--- src/hw/memc_params.svh ---
`ifndef MEMC_PARAMS_SVH
`define MEMC_PARAMS_SVH

// Word and address widths
`define MEMC_DATA_W 32
`define MEMC_SRAM_AW 10
`define MEMC_EXT_AW 30

// Default number of cache banks
`define MEMC_NUM_BANKS 2

// Wide enough for a 128 word transfer
`define MEMC_LEN_W 8

`endif
--- src/hw/memcPkg.sv ---
`include "memc_params.svh"

package memcPkg;

    typedef logic [`MEMC_DATA_W-1:0] dataWord;
    typedef logic [`MEMC_SRAM_AW-1:0] sramAddr_t;
    typedef logic [`MEMC_EXT_AW-1:0] extAddr_t;     // Word address on the external bus
    typedef logic [`MEMC_LEN_W-1:0] xferLen_t;
    typedef logic [3:0] rqId_t;

    typedef enum logic [1:0] {
        MEMC_NONE            = 2'd0,
        MEMC_CP_CACHE_TO_EXT = 2'd1,
        MEMC_CP_EXT_TO_CACHE = 2'd2
    } memcCmd_t;

    typedef enum logic {
        CTRL_IDLE,
        CTRL_BUSY
    } ctrlState_t;

    typedef enum logic [1:0] {
        EXT_IDLE,
        EXT_HEADER,
        EXT_DATA
    } extState_t;

endpackage

--- src/hw/memoryInterface.sv ---
`timescale 1ns/1ps

module memoryInterface import memcPkg::*; (
    input  logic     clk,
    input  logic     rst,
    input  logic     start,
    input  logic     write,
    input  extAddr_t extAddr,
    input  xferLen_t len,
    output logic     busy,
    output logic     advance,
    input  dataWord  inData,
    input  logic     inValid,
    output dataWord  outData,
    output logic     extOen,
    output logic     extEn,
    output dataWord  extBusOut,
    input  logic     extStall,
    input  dataWord  extBusIn
);

    extState_t state;
    logic      writeQ;
    extAddr_t  addrQ;
    xferLen_t  lenQ;
    xferLen_t  remaining;
    xferLen_t  lenField;
    dataWord   header;

    ////////////////////
    // Header and bus drive

    assign lenField = lenQ - 1'b1;
    assign header = {writeQ, lenField, addrQ[22:0]};    // Flag, len-1, low address

    assign busy = (state != EXT_IDLE);
    assign extEn = busy;
    assign outData = extBusIn;

    // A word moves only when the far side is not stalling
    assign advance = (state == EXT_DATA) && !extStall && (!writeQ || inValid);

    always_comb begin
        extOen = 1'b0;
        extBusOut = '0;
        case (state)
            EXT_HEADER: begin
                extOen = 1'b1;
                extBusOut = header;
            end
            EXT_DATA: begin
                extOen = writeQ;
                extBusOut = writeQ ? inData : '0;
            end
            default: begin
                extOen = 1'b0;
            end
        endcase
    end

    ////////////////////
    // Sequencer

    always_ff @(posedge clk) begin
        if (rst) begin
            state <= EXT_IDLE;
            writeQ <= 1'b0;
            remaining <= '0;
        end
        else begin
            case (state)
                EXT_IDLE: begin
                    if (start) begin
                        state <= EXT_HEADER;
                        writeQ <= write;
                        remaining <= len;
                    end
                end
                EXT_HEADER: begin
                    if (!extStall) state <= EXT_DATA;
                end
                EXT_DATA: begin
                    if (advance) begin
                        remaining <= remaining - 1'b1;
                        if (remaining == xferLen_t'(1)) state <= EXT_IDLE;   // Last word
                    end
                end
                default: state <= EXT_IDLE;
            endcase
        end
    end

    always_ff @(posedge clk) begin
        if (state == EXT_IDLE && start) begin
            addrQ <= extAddr;
            lenQ <= len;
        end
    end

endmodule

--- config.mk ---
export PLATFORM = sky130hd
export DESIGN_NAME = memoryInterface
export DESIGN_NICKNAME = d
export VERILOG_FILES = /design/src/hw/memcPkg.sv /design/src/hw/memoryInterface.sv
export VERILOG_INCLUDE_DIRS = /design/src /design/src/hw
export SDC_FILE = /design/constraint.sdc
export NUM_CORES = 1
export LEC_CHECK = 0
export BUFFER_PORTS_ARGS = -buffer_cell sky130_fd_sc_hd__clkbuf_2
export CORE_UTILIZATION = 38
export DETAILED_ROUTE_END_ITERATION = 16
export PLACE_DENSITY = 0.85
export REMOVE_ABC_BUFFERS = 1
export SYNTH_ARGS = -nofsm -noshare
export SYNTH_HDL_FRONTEND = slang
export SYNTH_SLANG_ARGS = --single-unit
export TNS_END_PERCENT = 100
--- constraint.sdc ---
create_clock -name clk -period 1.74 [get_ports clk]
set_input_delay 0.174 -clock clk [delete_from_list [all_inputs] [get_ports clk]]
set_output_delay 0.174 -clock clk [all_outputs]
set_load 0.05 [all_outputs]
==> impl_metrics.tcl, run 1 <==
set metrics [dict create \
    status "finished, violations left" \
    violations "setup timing" \
    global_route.usage.met2_pct 36.2 \
    cp-start-kind "register" \
    gp_congestion 0.897 \
    die-area_sq_um 7000 \
    finClkSkew_ns 0.0114 \
    drive_above_1_share_pct 62.3 \
    top_usage_layer "met2" \
    cp.arrival_ns 1.79 \
    ys_async_sr_fraction_pct 0 \
    wl_per_cell_microns 21.5 \
    die_h_microns 83.7 \
    grt_usage_pct 22.5 \
    dp_hpwl_microns 5670 \
    ios 176 \
    swShare_pct 42.6 \
    drc 0 \
    core.rowCount 29 \
    avgSynthCellArea_sq_um 9.98 \
    max_cap_violations 0 \
    combPwrFrac_pct 62.5 \
    core_sq_um 6390 \
    use_met1_pct 26.0 \
    numCtsBuffers 5 \
    hold_path_class "in2reg" \
    hold_viol 0 \
    clk_pin_slew_ns 0.08 \
    antenna-diode-count 0 \
    p_clk_share_pct 12.0 \
    path_max_fanout 3 \
    slew_headroom_pct 72.8 \
    setup_slack_ns -0.227 \
    ir_drop_v 0.00115 \
    cts.path.max_buffers 2 \
    grt_max_degree 35 \
    fin_crit_sh_pct 113 \
    drtIter0Drc 115 \
    fillers 466 \
    slowest_delay_ns 0.48 \
    portBuffers 104 \
    yosysTopAreaCellShare_pct 36.7 \
    grt_overflow_total 0 \
    cp.required_ns 1.57 \
    multi_input_comb_area_sq_um 1380 \
    p_leak_nw 1.60 \
    routed_wl_microns 9270 \
    dp_slack_ns -0.0828 \
    grt_pass1_vias 2290 \
    tns_ns -5.22 \
    whs_ns 0.0498 \
    clk_latency_ns 0.29 \
    placed_cell_area_sq_um 3060 \
    crit_buf_inv 2 \
    globalRouteMet3Util_pct 13.0 \
    seq_area_frac_synth_pct 45.4 \
    criticalPathCategory "reg2out" \
    synth_ff_type "edfxtp_1" \
    power_frac_seq_pct 25.5 \
    grt_pass1_wl_microns 12000 \
    viasPerCell 5.60 \
    syn_inst 254 \
    period_needed_ns 1.97 \
    max_freq_ghz 0.508 \
    antenna_found_initial 0 \
    area.growth.synth_to_final_pct 61.1 \
    cp-end-kind "output pin" \
    regArea_sq_um 1150 \
    ant_nets 0 \
    ctsHoldBuffers 0 \
    firstDrtPassIters 4 \
    yosys.cell_types.count 39 \
    setup-violations-final 35 \
    vias 2418 \
    cts_tree "yes" \
    die_w_microns 83.7 \
    rsz0062_at_grt "true" \
    finalNetCount 468 \
    slew_violations 0 \
    p_per_area_nw_per_um2 1570 \
    p_sw_mw 2.73 \
    synth-edff-count 31 \
    fin_area_sq_um 4080 \
    clock-sinks 42 \
    crit_chain "inv_4 > ha_4 > nand2_4 > or4_4 > nand3_2 > buf_12" \
    initial_core_util_pct 39.7 \
    synth_area_leaders "edfxtp_1 37%, buf_4 9.8%, dfxtp_1 8.7%" \
    ys_ff_latch 42 \
    path_delay_family "simple AND/OR/NAND/NOR gates" \
    cts_root_buffer "clkbuf_8" \
    syn-cell-area_sq_um 2530 \
    cts_max_level 2 \
    synth_warnings 0 \
    synth_top_area_cell "edfxtp_1" \
    p_int_mw 3.68 \
    tightest_slew_ns 0.405 \
    cpMaxStageDelayCell "or4_4" \
]
[cell usage after synthesis (2+ instances only)]
cell type  number
buf_2           2
nand2b_1        2
ha_1            6
o21ai_0        11
o2111ai_1       2
or4_1           3
nor2_1          7
buf_4          33
nand4_1         2
or3_1           2
a22oi_1        27
nor2b_1        31
and2_1          3
nand3_1         4
inv_1           9
xor2_1          5
nor3_1          7
clkbuf_1       14
edfxtp_1       31
a211oi_1        7
dfxtp_1        11
a21oi_1        12
nand2_1         7
[routing by layer]
layer	up-vias	routed length, microns	share of wire [%]
met3	12	1040	11
met1	1174	3490	38
met4	2	64	0.69
met5	-	33	0.36
met2	142	4640	50
li1	1088	-	-
[power groups by stage]
stage	Combinational (mW)	Sequential [mW]	Clock, mW
6_report	4.00	1.64	0.766
5_1_grt	4.19	1.66	0.821
4_1_cts	3.05	1.59	0.774
3_5_place_dp	2.67	1.59	0
3_3_place_gp	2.57	1.57	0
2_1_floorplan	1.82	1.55	0
[kinds of logic (layout without fill, tap and decap cells)]
| logic type | Yosys count | in the layout | share of synthesized area [%] |
|---|---|---|---|
| flip-flops | 42 | 42 | 45.4 |
| buffers and inverters | 58 | 159 | 13.6 |
| XOR/XNOR | 5 | 5 | 1.73 |
| multiplexers | 2 | 2 | 0.839 |
| AND/OR/NAND/NOR | 74 | 74 | 17.3 |
| adder cells (fa/ha/maj) | 6 | 6 | 2.96 |
| AO/OA/AOI/OAI | 67 | 67 | 18.1 |
[what timing repair did]
action                     CTS  global route
hold endpoints to repair     0             0
gates resized for setup     89            77
pin swaps                    5            15
setup endpoints to repair   35            39
gates cloned                 1             5
buffers inserted             5            12
[placed cells by master (no fill, tap or decap), drive strengths merged, types with 3 or more instances in the layout]
cell / instances
clkbuf: 102
buf: 46
edfxtp: 31
nor2b: 31
a22oi: 27
a21oi: 12
dfxtp: 11
o21ai: 11
inv: 9
nor2: 7
nor3: 7
nand2: 7
a211oi: 7
ha: 6
xor2: 5
nand3: 4
and2: 3
or4: 3
[through the flow]
step	std cells	util, %	power (mW)
after floorplan	205	-	3.37
after global placement	402	47.9	4.14
after detailed placement	402	47.9	4.26
after CTS	416	56.3	5.42
after global routing	432	63.9	6.67
final	432	63.9	6.40
[final timing paths]
path                 from       endpoint  slack [ns]  cells after the start
min           extAddr[15]      addrQ[15]        0.05                      1
max              state[1]  extBusOut[30]       -0.23                      6
max reg2reg      state[1]       state[1]       -0.10                      8
min reg2reg  remaining[2]   remaining[2]        0.55                      2
[flip-flops by register name (all words and copies together), names as in the netlist]
signal,cells
writeQ,1
addrQ,23
lenQ,8
state,2
remaining,8
[layout make-up]
type                    instances  share of cell area (%)
flip-flops and latches         42                    28.3
clock buffers                   6                    1.78
inverters                       9                    1.01
well taps                      77                    2.36
repair buffers                142                    31.9
clock inverters                 2                   0.920
multi-input cells             154                    33.8
No activity file was read; power rests on OpenSTA's default activity.
==> inputs of run 2 (changes only) <==
--- a/config.mk
+++ b/config.mk
@@ -7,10 +7,11 @@
 export NUM_CORES = 1
 export LEC_CHECK = 0
 export BUFFER_PORTS_ARGS = -buffer_cell sky130_fd_sc_hd__clkbuf_2
-export CORE_UTILIZATION = 38
+export CORE_UTILIZATION = 30
 export DETAILED_ROUTE_END_ITERATION = 16
-export PLACE_DENSITY = 0.85
+export PLACE_DENSITY = 0.71
 export REMOVE_ABC_BUFFERS = 1
+export SKIP_CTS_REPAIR_TIMING = 1
 export SYNTH_ARGS = -nofsm -noshare
 export SYNTH_HDL_FRONTEND = slang
 export SYNTH_SLANG_ARGS = --single-unit
==> run 2 against run 1 <==
  * The run still ends with setup timing left
  * Final cell count up 4.4%
  * Sequential share of layout area increased by 1.9 points
  * Cell area shrank 6.2%
  * Core utilization shrank 17 points
  * Die area up 26%
  * Via count down 4.3%
  * Sequential power is essentially flat
  * Critical path depth did not move
  * Fmax decreased by 1.3%
  * Critical endpoint unchanged
==> impl_metrics.tcl, run 2 (synthesis gave the netlist of run 1 again) <==
set metrics [dict create \
    status "finished, violations left" \
    violations "setup timing" \
    cts_tree "yes" \
    r2r_cells 6 \
    gp_congestion 0.785 \
    drc 0 \
    drive_above_1_share_pct 54.6 \
    hold_start "extAddr[19]" \
    portBuffers 104 \
    firstDrtPassIters 4 \
    utilization_pct 46.8 \
    initial_core_util_pct 31.0 \
    antenna_found_initial 0 \
    largest_register "addrQ" \
    largest_reg_flops 23 \
    slew_headroom_pct 74.5 \
    p_per_area_nw_per_um2 1520 \
    core_sq_um 8180 \
    cp-end-kind "output pin" \
    clk_latency_ns 0.30 \
    cp-startpoint "state[1]" \
    cts_max_level 2 \
    cp-start-kind "register" \
    path_max_fanout 3 \
    routed_wl_microns 8500 \
    die-area_sq_um 8820 \
    numCtsBuffers 5 \
    final_common_cell "clkbuf_2" \
    grt_pass1_wl_microns 11000 \
    cts_root_buffer "clkbuf_8" \
    setup_slack_ns -0.254 \
    max_cap_violations 0 \
    reg_top3 "addrQ: 23 flops, lenQ: 8 flops, remaining: 8 flops" \
    viasPerCell 5.13 \
    grt_usage_pct 17.1 \
    antenna-diode-count 0 \
    ir_drop_v 0.000695 \
    cts.path.max_buffers 2 \
    wl_per_cell_microns 18.8 \
    clock-sinks 42 \
    die_w_microns 93.9 \
    grt_pass1_vias 2018 \
    tns_ns -2.93 \
    reg2reg_from "state[1]" \
    hold_viol 0 \
    max_freq_ghz 0.502 \
    ant_nets 0 \
    area.growth.synth_to_final_pct 51.1 \
    vias 2315 \
    core.rowCount 33 \
    finalNetCount 459 \
    ios 176 \
    cp.required_ns 1.57 \
    holdPathStages 1 \
    tightest_slew_ns 0.380 \
    slew_violations 0 \
    rrSetupSlack_ns 0.06 \
    hold_path_class "in2reg" \
    grt_overflow_total 0 \
    fin_area_sq_um 3830 \
    dp_hpwl_microns 5920 \
    grt_max_degree 35 \
    finalPower_mw 5.81 \
    cp.arrival_ns 1.82 \
    placed_cell_area_sq_um 3140 \
    rsz0062_at_grt "true" \
    period_needed_ns 1.99 \
    p_leak_nw 1.49 \
    setup-violations-final 31 \
    drtIter0Drc 59 \
    dp_slack_ns -0.0610 \
    clk_pin_slew_ns 0.09 \
    layout_common_cells "70 x clkbuf_2, 34 x buf_6, 31 x edfxtp_1, 27 x nor2b_1, 15 x a22oi_2" \
    finClkSkew_ns 0.00900 \
    criticalPathCategory "reg2out" \
    fin_crit_sh_pct 115 \
    die_h_microns 93.9 \
]
## run 2: changes by cell type in the layout (fill, tap and decap cells not counted), sizes merged
cell	change
bufinv	-1
inv	+3
buf	+13
clkinvlp	-1
o2111a	+1
clkbuf	-24
## run 2: per-stage QoR
stage	hold slack (ns)	std cells
5_1_grt	0.0367	451
3_3_place_gp	0.348	430
6_report	0.0494	451
4_1_cts	0.0392	438
3_5_place_dp	0.348	430
2_1_floorplan	0.243	205
## run 2: area by class of cell
cell class / instances / area, sq um
fill: 742 / 4350
multi-input combinational: 155 / 1280
sequential: 42 / 1150
timing repair buffer: 132 / 1130
tap: 105 / 131
clock buffer: 5 / 68.8
inverter: 9 / 38.8
clock inverter: 3 / 21.3
## run 2: worst max-delay path: stages (launching register included)
cell and delay [ns]:
dfxtp_2 0.37, inv_4 0.06, ha_4 0.27, nand2_1 0.10
or4_4 0.49, nand3_2 0.11, buf_12 0.13
## run 2: per-layer routing
| metal | up-vias | wire length (microns) | track usage, % |
|---|---|---|---|
| li1 | 1075 | - | - |
| met1 | 1077 | 3180 | 18.3 |
| met2 | 145 | 3840 | 25.1 |
| met3 | 14 | 1310 | 13.9 |
| met4 | 4 | 59 | 3.33 |
| met5 | - | 108 | 10.9 |
## run 2: report_power, final
group          total [mW]  switching (mW)  internal [mW]  leakage (nW)
registers            1.61           0.214           1.39         0.388
clock network       0.656           0.366          0.290        0.0494
logic                3.55            1.95           1.60          1.05
total                5.81            2.53           3.28          1.49
## run 2: worst paths after layout
kind	end
setup / recovery	extBusOut[30]
hold / removal	addrQ[19]
setup reg to reg	remaining[0]
hold reg to reg	state[1]
