--- src/hw/memc_params.svh ---
`ifndef MEMC_PARAMS_SVH
`define MEMC_PARAMS_SVH

// Word and address widths
`define MEMC_DATA_W 32
`define MEMC_SRAM_AW 10
`define MEMC_EXT_AW 30

// Default number of cache banks
`define MEMC_NUM_BANKS 2

// Wide enough for a 128 word transfer
`define MEMC_LEN_W 8

`endif
--- src/hw/memcPkg.sv ---
`include "memc_params.svh"

package memcPkg;

    typedef logic [`MEMC_DATA_W-1:0] dataWord;
    typedef logic [`MEMC_SRAM_AW-1:0] sramAddr_t;
    typedef logic [`MEMC_EXT_AW-1:0] extAddr_t;     // Word address on the external bus
    typedef logic [`MEMC_LEN_W-1:0] xferLen_t;
    typedef logic [3:0] rqId_t;

    typedef enum logic [1:0] {
        MEMC_NONE            = 2'd0,
        MEMC_CP_CACHE_TO_EXT = 2'd1,
        MEMC_CP_EXT_TO_CACHE = 2'd2
    } memcCmd_t;

    typedef enum logic {
        CTRL_IDLE,
        CTRL_BUSY
    } ctrlState_t;

    typedef enum logic [1:0] {
        EXT_IDLE,
        EXT_HEADER,
        EXT_DATA
    } extState_t;

endpackage

--- src/hw/cacheBus.sv ---
`timescale 1ns/1ps
`include "memc_params.svh"

interface cacheBus import memcPkg::*; #(
    parameter int NUM_BANKS = `MEMC_NUM_BANKS
) ();

    logic [NUM_BANKS-1:0] ce;       // Active low, one per bank
    logic                 we;       // Active low, shared
    sramAddr_t            addr;
    dataWord              wdata;
    dataWord              rdata [NUM_BANKS];

    modport seq (
        output ce, we, addr, wdata,
        input  rdata
    );

    modport bank (
        input  ce, we, addr, wdata,
        output rdata
    );

endinterface

--- src/hw/cacheInterface.sv ---
`timescale 1ns/1ps

module cacheInterface import memcPkg::*; (
    input  logic      clk,
    input  logic      rst,
    input  logic      start,
    input  logic      write,
    input  logic      bank,
    input  sramAddr_t sramAddr,
    input  xferLen_t  len,
    output logic      busy,
    input  logic      advance,
    input  dataWord   inData,
    output dataWord   outData,
    output logic      outValid,
    cacheBus.seq      cb
);

    logic      writeQ;
    logic      bankQ;
    sramAddr_t addrQ;
    xferLen_t  remaining;       // Words still to cross the bus
    xferLen_t  fetchLeft;       // Bank reads not yet issued
    logic      pendQ;           // Read issued last cycle
    logic      heldValidQ;
    dataWord   heldQ;
    logic      issue;
    logic      access;

    assign busy = (remaining != '0);
    assign outValid = heldValidQ || pendQ;
    assign outData = heldValidQ ? heldQ : cb.rdata[bankQ];

    // Fetch when the single word slot frees up
    assign issue = (fetchLeft != '0) && (!outValid || advance);
    assign access = writeQ ? advance : issue;

    always_comb begin
        cb.ce = '1;
        cb.ce[bankQ] = !access;
        cb.we = !(writeQ && advance);
        cb.addr = addrQ;
        cb.wdata = inData;
    end

    always_ff @(posedge clk) begin
        if (rst) begin
            writeQ <= 1'b0;
            bankQ <= 1'b0;
            remaining <= '0;
            fetchLeft <= '0;
            pendQ <= 1'b0;
            heldValidQ <= 1'b0;
        end
        else begin
            if (start) begin
                writeQ <= write;
                bankQ <= bank;
                remaining <= len;
                fetchLeft <= write ? '0 : len;  // Writes never prefetch
            end
            else begin
                if (advance) remaining <= remaining - 1'b1;
                if (issue) fetchLeft <= fetchLeft - 1'b1;
            end
            pendQ <= issue;
            if (advance) heldValidQ <= 1'b0;
            else if (pendQ) heldValidQ <= 1'b1;   // Park the unclaimed word
        end
    end

    always_ff @(posedge clk) begin
        if (start) addrQ <= sramAddr;
        else if (access) addrQ <= addrQ + 1'b1;
        if (pendQ && !advance) heldQ <= cb.rdata[bankQ];
    end

endmodule

--- src/flat_wrapper.sv ---
// flat-port wrapper written by rule: the top's interface ports become plain ports
module cacheInterface_flat import memcPkg::*;
  (clk, rst, start, write, bank, sramAddr, len, busy, advance, inData, outData, outValid, cb_ce, cb_we, cb_addr, cb_wdata, cb_rdata);
  cacheBus cb_i ();
  input  logic clk;
  input  logic rst;
  input  logic start;
  input  logic write;
  input  logic bank;
  input  sramAddr_t sramAddr;
  input  xferLen_t len;
  output logic busy;
  input  logic advance;
  input  dataWord inData;
  output dataWord outData;
  output logic outValid;
  output wire logic [$bits(cb_i.ce)-1:0] cb_ce;
  output wire logic [$bits(cb_i.we)-1:0] cb_we;
  output wire logic [$bits(cb_i.addr)-1:0] cb_addr;
  output wire logic [$bits(cb_i.wdata)-1:0] cb_wdata;
  input wire logic [$bits(cb_i.rdata)-1:0] cb_rdata;
  assign cb_ce = cb_i.ce;
  assign cb_we = cb_i.we;
  assign cb_addr = cb_i.addr;
  assign cb_wdata = cb_i.wdata;
  assign cb_i.rdata = {>>{cb_rdata}};
  cacheInterface u_core (.clk(clk), .rst(rst), .start(start), .write(write), .bank(bank), .sramAddr(sramAddr), .len(len), .busy(busy), .advance(advance), .inData(inData), .outData(outData), .outValid(outValid), .cb(cb_i));
endmodule
--- config.mk ---
export PLATFORM = sky130hd
export DESIGN_NAME = cacheInterface_flat
export DESIGN_NICKNAME = d
export VERILOG_FILES = /design/src/hw/memcPkg.sv /design/src/hw/cacheBus.sv /design/src/hw/cacheInterface.sv /design/src/flat_wrapper.sv
export VERILOG_INCLUDE_DIRS = /design/src /design/src/hw
export SDC_FILE = /design/constraint.sdc
export NUM_CORES = 1
export LEC_CHECK = 0
export ABC_CLOCK_PERIOD_IN_PS = 3900
export BUFFER_PORTS_ARGS = -buffer_cell sky130_fd_sc_hd__buf_2
export CORE_UTILIZATION = 40
export CTS_BUF_LIST = sky130_fd_sc_hd__clkbuf_16
export DETAILED_ROUTE_END_ITERATION = 6
export GPL_TIMING_DRIVEN = 0
export PLACE_DENSITY = 0.84
export SLEW_MARGIN = 20
export SYNTH_ARGS = -nofsm -noshare
export SYNTH_HDL_FRONTEND = slang
export SYNTH_SLANG_ARGS = --single-unit
--- constraint.sdc ---
create_clock -name clk -period 3.9 [get_ports clk]
set_clock_uncertainty 0.2 [all_clocks]
set_input_delay 0.195 -clock clk [delete_from_list [all_inputs] [get_ports clk]]
set_output_delay 0.195 -clock clk [all_outputs]
set_load 0.01 [all_outputs]
==> metrics.md, run 1 <==
| Metric | Value |
|---|---|
| CTS Buf Count | 9 |
| Avg Cell Area, Syn | 11.4 um2 |
| Hold violation total from the final report | 0 |
| Clock transition at path regs | 0.05 ns |
| Diodes inserted | 0 |
| Worst Tran Pin Value | 0.775 ns |
| Violations in the final reports | DRC |
| Share of the clock period used by the worst path | 73.9% |
| Number of clock sinks seen by CTS | 62 |
| Max-slew violation total from the final report | 0 |
| Number of nets in the synthesized netlist | 446 |
| Static power due to leakage | 0.00233 uW |
| Vertical die dimension | 97.7 um |
| Status | finished with violations |
| Net count reported at finish | 663 |
| Routability Congestion | 0.858 |
| Worst Hold Path Cells | 2 |
| Most area-consuming cells after synthesis | sky130_fd_sc_hd__edfxtp_1 34%, sky130_fd_sc_hd__mux2_2 20%, sky130_fd_sc_hd__dfxtp_1 11% |
| Maximum clock insertion buffer count | 2 |
| Die width | 97.7 um |
| Synthesized area | 3660 um2 |
| Global-route wire length before repair | 15,800 um |
| Proportion of layout cells with a drive suffix above 1 | 53.9% |
| Detailed router's first-iteration violation count | 153 |
| Critical path launch point type | flip-flop |
| Dominant delay contributor by cell family on the critical path | buffers and inverters |
| Fmax | 347 MHz |
| Min cycle time layout | 2.88 ns |
| Number of top-level pins | 199 |
| Worst hold margin | 0.00448 ns |
| Detailed-route vias per instance | 5.03 |
| RSZ-0062 raised after global routing | false |
| Endpoint of the worst hold-timing path | u_core.heldQ[5] |
| Number of gates resized after cts | 0 |
| Delay of the slowest critical-path stage | 0.64 ns |
| Sequential share of the synthesized area | 45.4% |
| Post-synthesis cell count | 322 |
| Power density cells | 437 nW/um2 |
| Setup slack, reg-to-reg | 1.14 ns |
| Main combinational cell family by area after synthesis | multiplexers |
| Xor/xnor share of the synthesized area | 3.83% |
| Data arrival time of the critical path | 2.49 ns |
| Flip-flop cell with the highest count after synthesis | sky130_fd_sc_hd__edfxtp_1 |
| WP data required | 3.50 ns |
| Worst Hold Class | input port to flip-flop |
| Total power draw | 2350 uW |
| Via count of the first global-routing pass | 3,297 |
| Pre-CTS worst setup slack | 1.29 ns |
| Port bufs | 164 |
| Wirelength, routed | 10,200 um |
| Area share of and/or/nand/nor cells after synthesis | 11.2% |
| Post-synthesis async set-or-reset flop share | 0% |
| Setup-violating endpoint count in the final report | 0 |
| Initial cell density of the core | 41.6% |
| CTS tree | built |
| Total negative slack | 0 ns |
| Pin count of the biggest net entering global routing | 21 |
| Top post-synthesis cells by count | 65 x sky130_fd_sc_hd__mux2_2, 42 x sky130_fd_sc_hd__edfxtp_1, 32 x sky130_fd_sc_hd__buf_4 |
| Most area-hungry cell type in the Yosys netlist | sky130_fd_sc_hd__edfxtp_1 |
| Compound-gate portion of the synthesized area | 7.83% |
| Router iterations before antenna repair | 6 |
| Number of placement rows | 34 |
| Number of logic stages on the critical path including buffering | 5 |
| Cell type of the slowest stage on the worst timing path | sky130_fd_sc_hd__buf_1 |
| List of cells traversed by the critical path | clkbuf_1, buf_1, mux2_2, mux2_2, buf_2 |
| Total number of vias | 3,279 |
| Startpoint of the most critical register-to-register path | u_core.bankQ |
| Warnings from Yosys | 0 |
| Critical path endpoint category | output port |
| Post-synth EDFFs | 42 |
| Register bit count reported by yosys | 62 |
| Worst path bufs/invs | 3 |
| Post-route setup slack | 1.02 ns |
| Layout-stage area growth over the synthesis result | 46.9% |
| Wire length per cell | 15.6 um |
| Worst VDD drop | 0.313 mV |
| Area fraction of the dominant cell type after synthesis | 34.4% |
| Antenna-violating nets left | 0 |
| Headroom to the max-slew limit | 48.3% |
| Library cell with the highest instance count after synthesis | sky130_fd_sc_hd__mux2_2 |
| Cell count of the worst reg-to-reg path | 4 |
| Reg-to-reg critical path endpoint | u_core.heldQ[17] |
| Clock root buffer master | sky130_fd_sc_hd__clkbuf_16 |
| Type of the worst setup path | flip-flop to output port |
| Number of remaining DRC errors | 36 |
| Max Cap Viol | 0 |
| Clock H-tree levels | 3 |
| Clock latency of the later-clocked register in the worst-skew pair | 0.32 ns |
| Standard cell core area | 8810 um2 |
| Area enclosed by the die boundary | 9540 um2 |
| Post-synthesis mux area share | 21.1% |
| Critical-path maximum fanout | 10 |
| Adder and majority cell fraction of the synthesized area | 1.37% |
| Number of distinct library cell variants in the gate-level netlist after synthesis | 47 |
| Initial antenna violation count | 0 |
| Placed wire-length estimate | 7140 um |
| GRT Total Usage | 21.3% |
| Start point of the worst hold path | cb_rdata[5] |
| Most used cell, CP | sky130_fd_sc_hd__mux2_2 |
| Aggregate global routing overflow | 0 |
==> routing by layer <==
layer,wire (um),part of all wire (%),GRT usage (%)
met1,3840,38,22.8
met2,5560,54,41.1
met3,622,6.1,3.88
met4,179,1.8,7.69
met5,0,0,0
==> worst max path at each step <==
stage                       endpoint         start
floorplan            u_core.heldQ[0]       advance
global placement    u_core.heldQ[19]       advance
detailed placement       outData[23]  u_core.bankQ
CTS                      outData[23]  u_core.bankQ
global route             outData[21]  u_core.bankQ
finish                   outData[23]  u_core.bankQ
==> cell usage in the layout (no fill, tap or decap), drive strengths merged, types with 3 or more instances in the layout <==
| master | n |
|---|---|
| xnor2 | 6 |
| inv | 9 |
| nand2b | 3 |
| o21a | 5 |
| nor3 | 4 |
| ha | 4 |
| or2 | 3 |
| dlygate4sd3 | 41 |
| nand3 | 4 |
| a21oi | 8 |
| mux2i | 4 |
| nor2 | 17 |
| nand2 | 15 |
| nor2b | 4 |
| buf | 204 |
| dfxtp | 20 |
| edfxtp | 42 |
| xor2 | 10 |
| o21ai | 11 |
| or4b | 3 |
| mux2 | 65 |
| nor4 | 5 |
| clkbuf | 19 |
| clkinv | 4 |
| nand3b | 4 |
| o31ai | 3 |
==> logic make-up (layout without fill, tap and decap cells) <==
group,Yosys count,in the layout
DFF,62,62
and+or+nand+nor,74,74
adders and majority gates,4,4
AOI/OAI and AO/OA,39,39
xor gates and xnor gates,16,16
muxes,69,69
buffers and inverters,58,280
==> where the power goes <==
part	switching [uW]	internal, uW	total, uW
clock network	282	554	836
logic	313	330	643
registers	65.5	806	872
total	661	1690	2350
==> through the flow <==
| stage | std cells | area (um2) | utilization [%] |
|---|---|---|---|
| 2_1_floorplan | 322 | 3660 | - |
| 4_1_cts | 650 | 5360 | 60.8 |
| 6_report | 652 | 5380 | 61.1 |
| 3_3_place_gp | 594 | 4620 | 52.4 |
| 5_1_grt | 652 | 5380 | 61.1 |
| 3_5_place_dp | 595 | 4650 | 52.8 |
==> timing repair <==
action / 4_1_cts / 5_1_grt
hold buffers: 39 / 2
endpoints found under the hold margin: 36 / 2
setup endpoints to repair: 0 / 0
setup buffers: 0 / 0
==> state kept, by name, indices dropped and copies added (netlist names) <==
register	count
u_core.heldQ	32
u_core.bankQ	1
u_core.cb.addr	10
u_core.writeQ	1
u_core.remaining	8
u_core.fetchLeft	8
u_core.heldValidQ	1
u_core.pendQ	1
==> layout make-up <==
| class | count | area (um2) |
|---|---|---|
| fillers | 681 | 3430 |
| multi-input cells | 202 | 1670 |
| flip-flops and latches | 62 | 1660 |
| repair buffers | 206 | 1260 |
| plain buffers | 49 | 308 |
| clock buffers | 9 | 225 |
| well taps | 108 | 135 |
| clock inverters | 7 | 88.8 |
| inverters | 9 | 33.8 |
(Power assumes the default switching activity.)
==> run 2, diff against run 1 <==
--- a/config.mk
+++ b/config.mk
@@ -6,13 +6,13 @@
 export SDC_FILE = /design/constraint.sdc
 export NUM_CORES = 1
 export LEC_CHECK = 0
-export ABC_CLOCK_PERIOD_IN_PS = 3900
+export ABC_CLOCK_PERIOD_IN_PS = 2600
 export BUFFER_PORTS_ARGS = -buffer_cell sky130_fd_sc_hd__buf_2
 export CORE_UTILIZATION = 40
 export CTS_BUF_LIST = sky130_fd_sc_hd__clkbuf_16
 export DETAILED_ROUTE_END_ITERATION = 6
 export GPL_TIMING_DRIVEN = 0
-export PLACE_DENSITY = 0.84
+export PLACE_DENSITY = 0.87
 export SLEW_MARGIN = 20
 export SYNTH_ARGS = -nofsm -noshare
 export SYNTH_HDL_FRONTEND = slang
==> constraint.sdc (replaced) <==
create_clock -name clk -period 2.6 [get_ports clk]
set_clock_uncertainty 0.2 [all_clocks]
set_input_delay 0.13 -clock clk [delete_from_list [all_inputs] [get_ports clk]]
set_output_delay 0.13 -clock clk [all_outputs]
set_load 0.01 [all_outputs]
==> metrics.md, run 2 (synthesized netlist as in run 1, its figures left out) <==
| Metric | Value |
|---|---|
| Area of the multi-input gates | 1670 um2 (unchanged) |
| Number of remaining DRC errors | 36 (unchanged) |
| WP data required | 2.27 ns (-1.23 ns) |
| Data arrival time of the critical path | 2.13 ns (-0.36 ns) |
| Diodes inserted | 0 (unchanged) |
| Clock latency of the later-clocked register in the worst-skew pair | 0.32 ns (about the same) |
| Proportion of layout cells with a drive suffix above 1 | 50.3% (-3.6 points) |
| Pin count of the biggest net entering global routing | 28 (+33%) |
| Worst path bufs/invs | 1 (-2) |
| Headroom to the max-slew limit | 59.3% (+11 points) |
| Wire length per cell | 16.3 um (+4.2%) |
| Number of placement rows | 34 (unchanged) |
| Detailed-route vias per instance | 5.09 (+1.1%) |
| Status | finished with violations |
| Placed wire-length estimate | 6780 um (-5.1%) |
| Setup slack, reg-to-reg | 0.18 ns (-0.96 ns) |
| Violations in the final reports | DRC |
| Wirelength, routed | 11,400 um (+11%) |
| Clock H-tree levels | 3 (unchanged) |
| Max reg flops | 32 (unchanged) |
| Vertical die dimension | 97.7 um (unchanged) |
| Fill cells | 644 (-5.4%) |
| Worst Hold Class | input port to flip-flop |
| Total non-filler cell area in the finished layout | 5830 um2 (+8.4%) |
| Aggregate global routing overflow | 0 (unchanged) |
| Post-route setup slack | 0.136 ns (-0.883 ns) |
| Startpoint of the most critical register-to-register path | u_core.fetchLeft[3] |
| Standard cell core area | 8810 um2 (unchanged) |
| Power density cells | 619 nW/um2 (+42%) |
| Start point of the worst hold path | rst |
| Global-route wire length before repair | 18,500 um (+17%) |
| Critical path endpoint category | output port |
| Most common library cell in the layout ignoring fill and taps | sky130_fd_sc_hd__buf_2 |
| Antenna-violating nets left | 0 (unchanged) |
| List of cells traversed by the critical path | or4_4, o41ai_4, o21a_1, or2_2, buf_2 |
| Pre-CTS worst setup slack | 0.177 ns (-1.12 ns) |
| Share of the clock period used by the worst path | 94.8% |
| Setup-violating endpoint count in the final report | 0 (unchanged) |
| Cell type of the slowest stage on the worst timing path | sky130_fd_sc_hd__or4_4 |
| Worst Tran Pin Value | 0.610 ns (-0.165 ns) |
| Clock transition at path regs | 0.05 ns (about the same) |
| Clock root buffer master | sky130_fd_sc_hd__clkbuf_16 |
| Max-slew violation total from the final report | 0 (unchanged) |
| Worst hold margin | 0.0550 ns (+0.0505 ns) |
| Area enclosed by the die boundary | 9540 um2 (unchanged) |
| Maximum clock insertion buffer count | 2 (unchanged) |
| Dominant delay contributor by cell family on the critical path | simple AND/OR/NAND/NOR gates |
| Cell count of the worst reg-to-reg path | 4 (unchanged) |
| Highest-count cells in the layout ignoring fill and taps | 169 x sky130_fd_sc_hd__buf_2, 87 x sky130_fd_sc_hd__dlygate4sd3_1, 65 x sky130_fd_sc_hd__mux2_2 |
| Worst VDD drop | 0.338 mV (+8.1%) |
| Delay of the slowest critical-path stage | 0.60 ns (-0.04 ns) |
| Min cycle time layout | 2.46 ns |
| GRT Total Usage | 24.7% (+3.5 points) |
| Static power due to leakage | 0.00252 uW (+8.2%) |
| CTS Buf Count | 9 (unchanged) |
| Layout-stage area growth over the synthesis result | 59.2% |
| Initial antenna violation count | 0 (unchanged) |
| Routability Congestion | 0.837 (-2.5%) |
| Port bufs | 164 (unchanged) |
| FF/Latch Area | 1660 um2 (unchanged) |
| Detailed router's first-iteration violation count | 115 (-25%) |
| Type of the worst setup path | flip-flop to output port |
| Endpoint of the worst hold-timing path | u_core.fetchLeft[1] |
| Initial cell density of the core | 41.6% (unchanged) |
| Reg-to-reg critical path endpoint | u_core.cb.addr[8] |
| Net count reported at finish | 708 (+6.8%) |
| Critical-path maximum fanout | 6 (-4) |
| Placed inst area | 4640 um2 (-0.16%) |
| Hold violation total from the final report | 0 (unchanged) |
| Critical path launch point type | flip-flop |
| Via count of the first global-routing pass | 3,701 (+12%) |
| Die width | 97.7 um (unchanged) |
| CTS tree | built |
| Critical path origin | u_core.fetchLeft[3] |
| Worst Hold Path Cells | 3 (+1) |
| Number of top-level pins | 199 (unchanged) |
| Router iterations before antenna repair | 6 (unchanged) |
| RSZ-0062 raised after global routing | false |
| Total number of vias | 3,545 (+8.1%) |
| Biggest register | u_core.heldQ |
| Number of clock sinks seen by CTS | 62 (unchanged) |
| Fmax | 406 MHz |
| Max Cap Viol | 0 (unchanged) |
-- run 2: power breakdown --
part | switching (uW) | internal (uW)
Combinational | 487 | 549
Sequential | 102 | 1210
Clock | 431 | 831
Total | 1020 | 2590
-- run 2: worst max path at each step --
stage	endpoint	slack (ns)	cells past startpoint
2_1_floorplan	u_core.heldQ[0]	0.17	1
3_3_place_gp	u_core.heldQ[18]	-0.46	1
3_5_place_dp	outData[22]	0.18	5
4_1_cts	outData[22]	0.07	5
5_1_grt	cb_ce[0]	0.04	5
6_report	cb_ce[0]	0.14	5
-- run 2: cell type report --
class                           count  share of cell area [%]
Sequential cell                    62                    28.5
Clock buffer                        9                    3.86
Timing Repair Buffer              252                    29.4
Multi-Input combinational cell    202                    28.6
Buffer                             48                    5.28
Tap cell                          108                    2.32
Inverter                            9                   0.580
Clock inverter                      7                    1.52
-- run 2: layer usage --
layer,up-vias,share of wire (%),track usage [%]
met1,1681,38,26.1
met2,152,52,45.2
li1,1671,-,-
met3,41,5.8,5.25
met5,-,0,0
met4,0,4.1,14.3
-- run 2: per-stage QoR --
stage	instances	setup TNS, ns	util [%]	power (uW)
3_5_place_dp	595	0	52.7	2220
3_3_place_gp	594	-14.67	52.4	2180
6_report	697	0	66.2	3610
4_1_cts	698	0	66.2	3600
5_1_grt	697	0	66.2	3770
2_1_floorplan	322	0	-	1890
-- run 2: timing repair --
| action | in CTS | in global routing |
|---|---|---|
| endpoints found under the hold margin | 58 | 0 |
| setup buffers | 0 | 0 |
| hold buffers | 87 | 0 |
| resized for setup | 3 | 0 |
| setup endpoints to repair | 27 | 4 |
-- run 2: worst min-delay path, delay by kind of cell --
kind                   cells  cell delay (ns)
AO/OA/AOI/OAI              1             0.17
AND/OR/NAND/NOR            1             0.14
buffers and inverters      1             0.12
==> run 3, diff against run 2 <==
--- a/config.mk
+++ b/config.mk
@@ -6,13 +6,13 @@
 export SDC_FILE = /design/constraint.sdc
 export NUM_CORES = 1
 export LEC_CHECK = 0
-export ABC_CLOCK_PERIOD_IN_PS = 2600
+export ABC_CLOCK_PERIOD_IN_PS = 2820
 export BUFFER_PORTS_ARGS = -buffer_cell sky130_fd_sc_hd__buf_2
 export CORE_UTILIZATION = 40
 export CTS_BUF_LIST = sky130_fd_sc_hd__clkbuf_16
 export DETAILED_ROUTE_END_ITERATION = 6
 export GPL_TIMING_DRIVEN = 0
-export PLACE_DENSITY = 0.87
+export PLACE_DENSITY = 0.84
 export SLEW_MARGIN = 20
 export SYNTH_ARGS = -nofsm -noshare
 export SYNTH_HDL_FRONTEND = slang
==> constraint.sdc (replaced) <==
create_clock -name clk -period 2.82 [get_ports clk]
set_clock_uncertainty 0.2 [all_clocks]
set_input_delay 0.141 -clock clk [delete_from_list [all_inputs] [get_ports clk]]
set_output_delay 0.141 -clock clk [all_outputs]
set_load 0.01 [all_outputs]
==> metrics.md, run 3 (synthesized netlist as in run 1, its figures left out) <==
| Metric | Value |
|---|---|
| Min cycle time layout | 2.72 ns |
| Placed inst area | 4650 um2 (+0.16%) |
| Number of placement rows | 34 (unchanged) |
| Layout-stage area growth over the synthesis result | 58.9% |
| GRT Total Usage | 24.8% (+0.069 points) |
| Clock root buffer master | sky130_fd_sc_hd__clkbuf_16 |
| Worst Hold Class | input port to flip-flop |
| Critical-path maximum fanout | 10 (+4) |
| Worst hold margin | 0.0136 ns (-0.0414 ns) |
| Vertical die dimension | 97.7 um (unchanged) |
| Wire length per cell | 16.7 um (+2.3%) |
| Fill cells | 629 (-2.3%) |
| Via count of the first global-routing pass | 3,649 (-1.4%) |
| Diodes inserted | 0 (unchanged) |
| Critical path endpoint category | output port |
| Port bufs | 164 (unchanged) |
| Highest-count cells in the layout ignoring fill and taps | 168 x sky130_fd_sc_hd__buf_2, 85 x sky130_fd_sc_hd__dlygate4sd3_1, 65 x sky130_fd_sc_hd__mux2_2 |
| Number of clock sinks seen by CTS | 62 (unchanged) |
| Headroom to the max-slew limit | 57.0% (-2.3 points) |
| Status | finished with violations |
| Routability Congestion | 0.858 (+2.5%) |
| Post-route setup slack | 0.100 ns (-0.0357 ns) |
| Type of the worst setup path | flip-flop to output port |
| Clock transition at path regs | 0.05 ns (about the same) |
| Setup repair bufs after CTS | 0 (unchanged) |
| Detailed-route vias per instance | 5.08 (-0.14%) |
| Max-slew violation total from the final report | 0 (unchanged) |
| CTS tree | built |
| Net count reported at finish | 707 (-0.14%) |
| Detailed router's first-iteration violation count | 182 (+58%) |
| Biggest register | u_core.heldQ |
| Clock H-tree levels | 3 (unchanged) |
| Total number of vias | 3,535 (-0.28%) |
| CTS Buf Count | 9 (unchanged) |
| Aggregate global routing overflow | 0 (unchanged) |
| Data arrival time of the critical path | 2.38 ns (+0.25 ns) |
| Proportion of layout cells with a drive suffix above 1 | 50.0% (-0.25 points) |
| Worst Tran Pin Value | 0.644 ns (+0.0343 ns) |
| Setup-violating endpoint count in the final report | 0 (unchanged) |
| Hold violation total from the final report | 0 (unchanged) |
| Static power due to leakage | 0.00251 uW (-0.34%) |
| Power density cells | 574 nW/um2 (-7.4%) |
| RSZ-0062 raised after global routing | false |
| Worst VDD drop | 0.438 mV (+29%) |
| Area enclosed by the die boundary | 9540 um2 (unchanged) |
| Pin count of the biggest net entering global routing | 21 (-25%) |
| Max reg flops | 32 (unchanged) |
| Standard cell core area | 8810 um2 (unchanged) |
| Fmax | 368 MHz |
| Total non-filler cell area in the finished layout | 5820 um2 (-0.19%) |
| Violations in the final reports | DRC |
| Clock latency of the later-clocked register in the worst-skew pair | 0.32 ns (about the same) |
| Initial cell density of the core | 41.6% (unchanged) |
| Placed wire-length estimate | 7140 um (+5.4%) |
| Share of the clock period used by the worst path | 96.5% |
| Initial antenna violation count | 0 (unchanged) |
| Global-route wire length before repair | 18,400 um (-0.41%) |
| Most common library cell in the layout ignoring fill and taps | sky130_fd_sc_hd__buf_2 |
| Number of top-level pins | 199 (unchanged) |
| Max Cap Viol | 0 (unchanged) |
| Router iterations before antenna repair | 6 (unchanged) |
| Maximum clock insertion buffer count | 2 (unchanged) |
| Number of remaining DRC errors | 36 (unchanged) |
| Pre-CTS worst setup slack | 0.267 ns (+0.0899 ns) |
| Antenna-violating nets left | 0 (unchanged) |
| Die width | 97.7 um (unchanged) |
| End-of-flow core utilization | 66.1% (-0.13 points) |
| Total power draw | 3340 uW (-7.5%) |
| Wirelength, routed | 11,600 um (+2.1%) |
| Critical path launch point type | flip-flop |
| WP data required | 2.48 ns (+0.21 ns) |
run 3: cell count changes in the layout (fill, tap and decap cells not counted), sizes merged:
cell and delta:
dlygate4sd3 -2, clkbuf +1
run 3: final cells by class:
type / count / area [um2] / area share, %
clock inverter: 7 / 88.8 / 1.53
inverter: 9 / 33.8 / 0.581
sequential: 62 / 1660 / 28.6
buffer: 49 / 309 / 5.31
clock buffer: 9 / 225 / 3.87
timing repair buffer: 250 / 1700 / 29.2
multi-input combinational: 202 / 1670 / 28.6
tap: 108 / 135 / 2.32
run 3: timing repair:
item	4_1_cts	5_1_grt
hold buffers	85	0
endpoints found under the hold margin	57	0
resized for setup	1	0
endpoints found under the setup margin	7	0
run 3: layer usage:
layer | GRT usage [%] | routed length [um] | share of wire (%) | vias to the layer above
met2 | 45.4 | 6070 | 52 | 180
met5 | 0 | 0 | 0 | -
li1 | - | - | - | 1667
met3 | 4.96 | 728 | 6.3 | 34
met4 | 12.1 | 432 | 3.7 | 0
met1 | 27.2 | 4370 | 38 | 1654
run 3: worst max-delay path: stages, from the launching register on:
cell	delay, ns
sky130_fd_sc_hd__dfxtp_1	0.30
sky130_fd_sc_hd__clkbuf_1	0.40
sky130_fd_sc_hd__buf_1	0.49
sky130_fd_sc_hd__mux2_2	0.41
sky130_fd_sc_hd__mux2_2	0.30
sky130_fd_sc_hd__buf_2	0.15
run 3: power breakdown:
group / internal [uW] / leakage (uW) / switching, uW
registers: 1110 / 0.000566 / 92.1
logic: 508 / 0.00180 / 458
clock network: 767 / 0.000150 / 398
total: 2390 / 0.00251 / 948
run 3: per-stage QoR:
step / setup TNS [ns] / std cells
3_5_place_dp: 0 / 595
2_1_floorplan: 0 / 322
3_3_place_gp: -5.58 / 594
5_1_grt: 0 / 696
4_1_cts: 0 / 696
6_report: 0 / 696
run 3: final timing paths:
path / slack, ns / from / cells past startpoint / endpoint
hold / removal: 0.01 / rst / 4 / u_core.fetchLeft[0]
setup / recovery: 0.1 / u_core.bankQ / 5 / outData[3]
hold reg to reg: 0.35 / u_core.writeQ / 2 / u_core.writeQ
setup reg to reg: 0.14 / u_core.bankQ / 4 / u_core.heldQ[13]
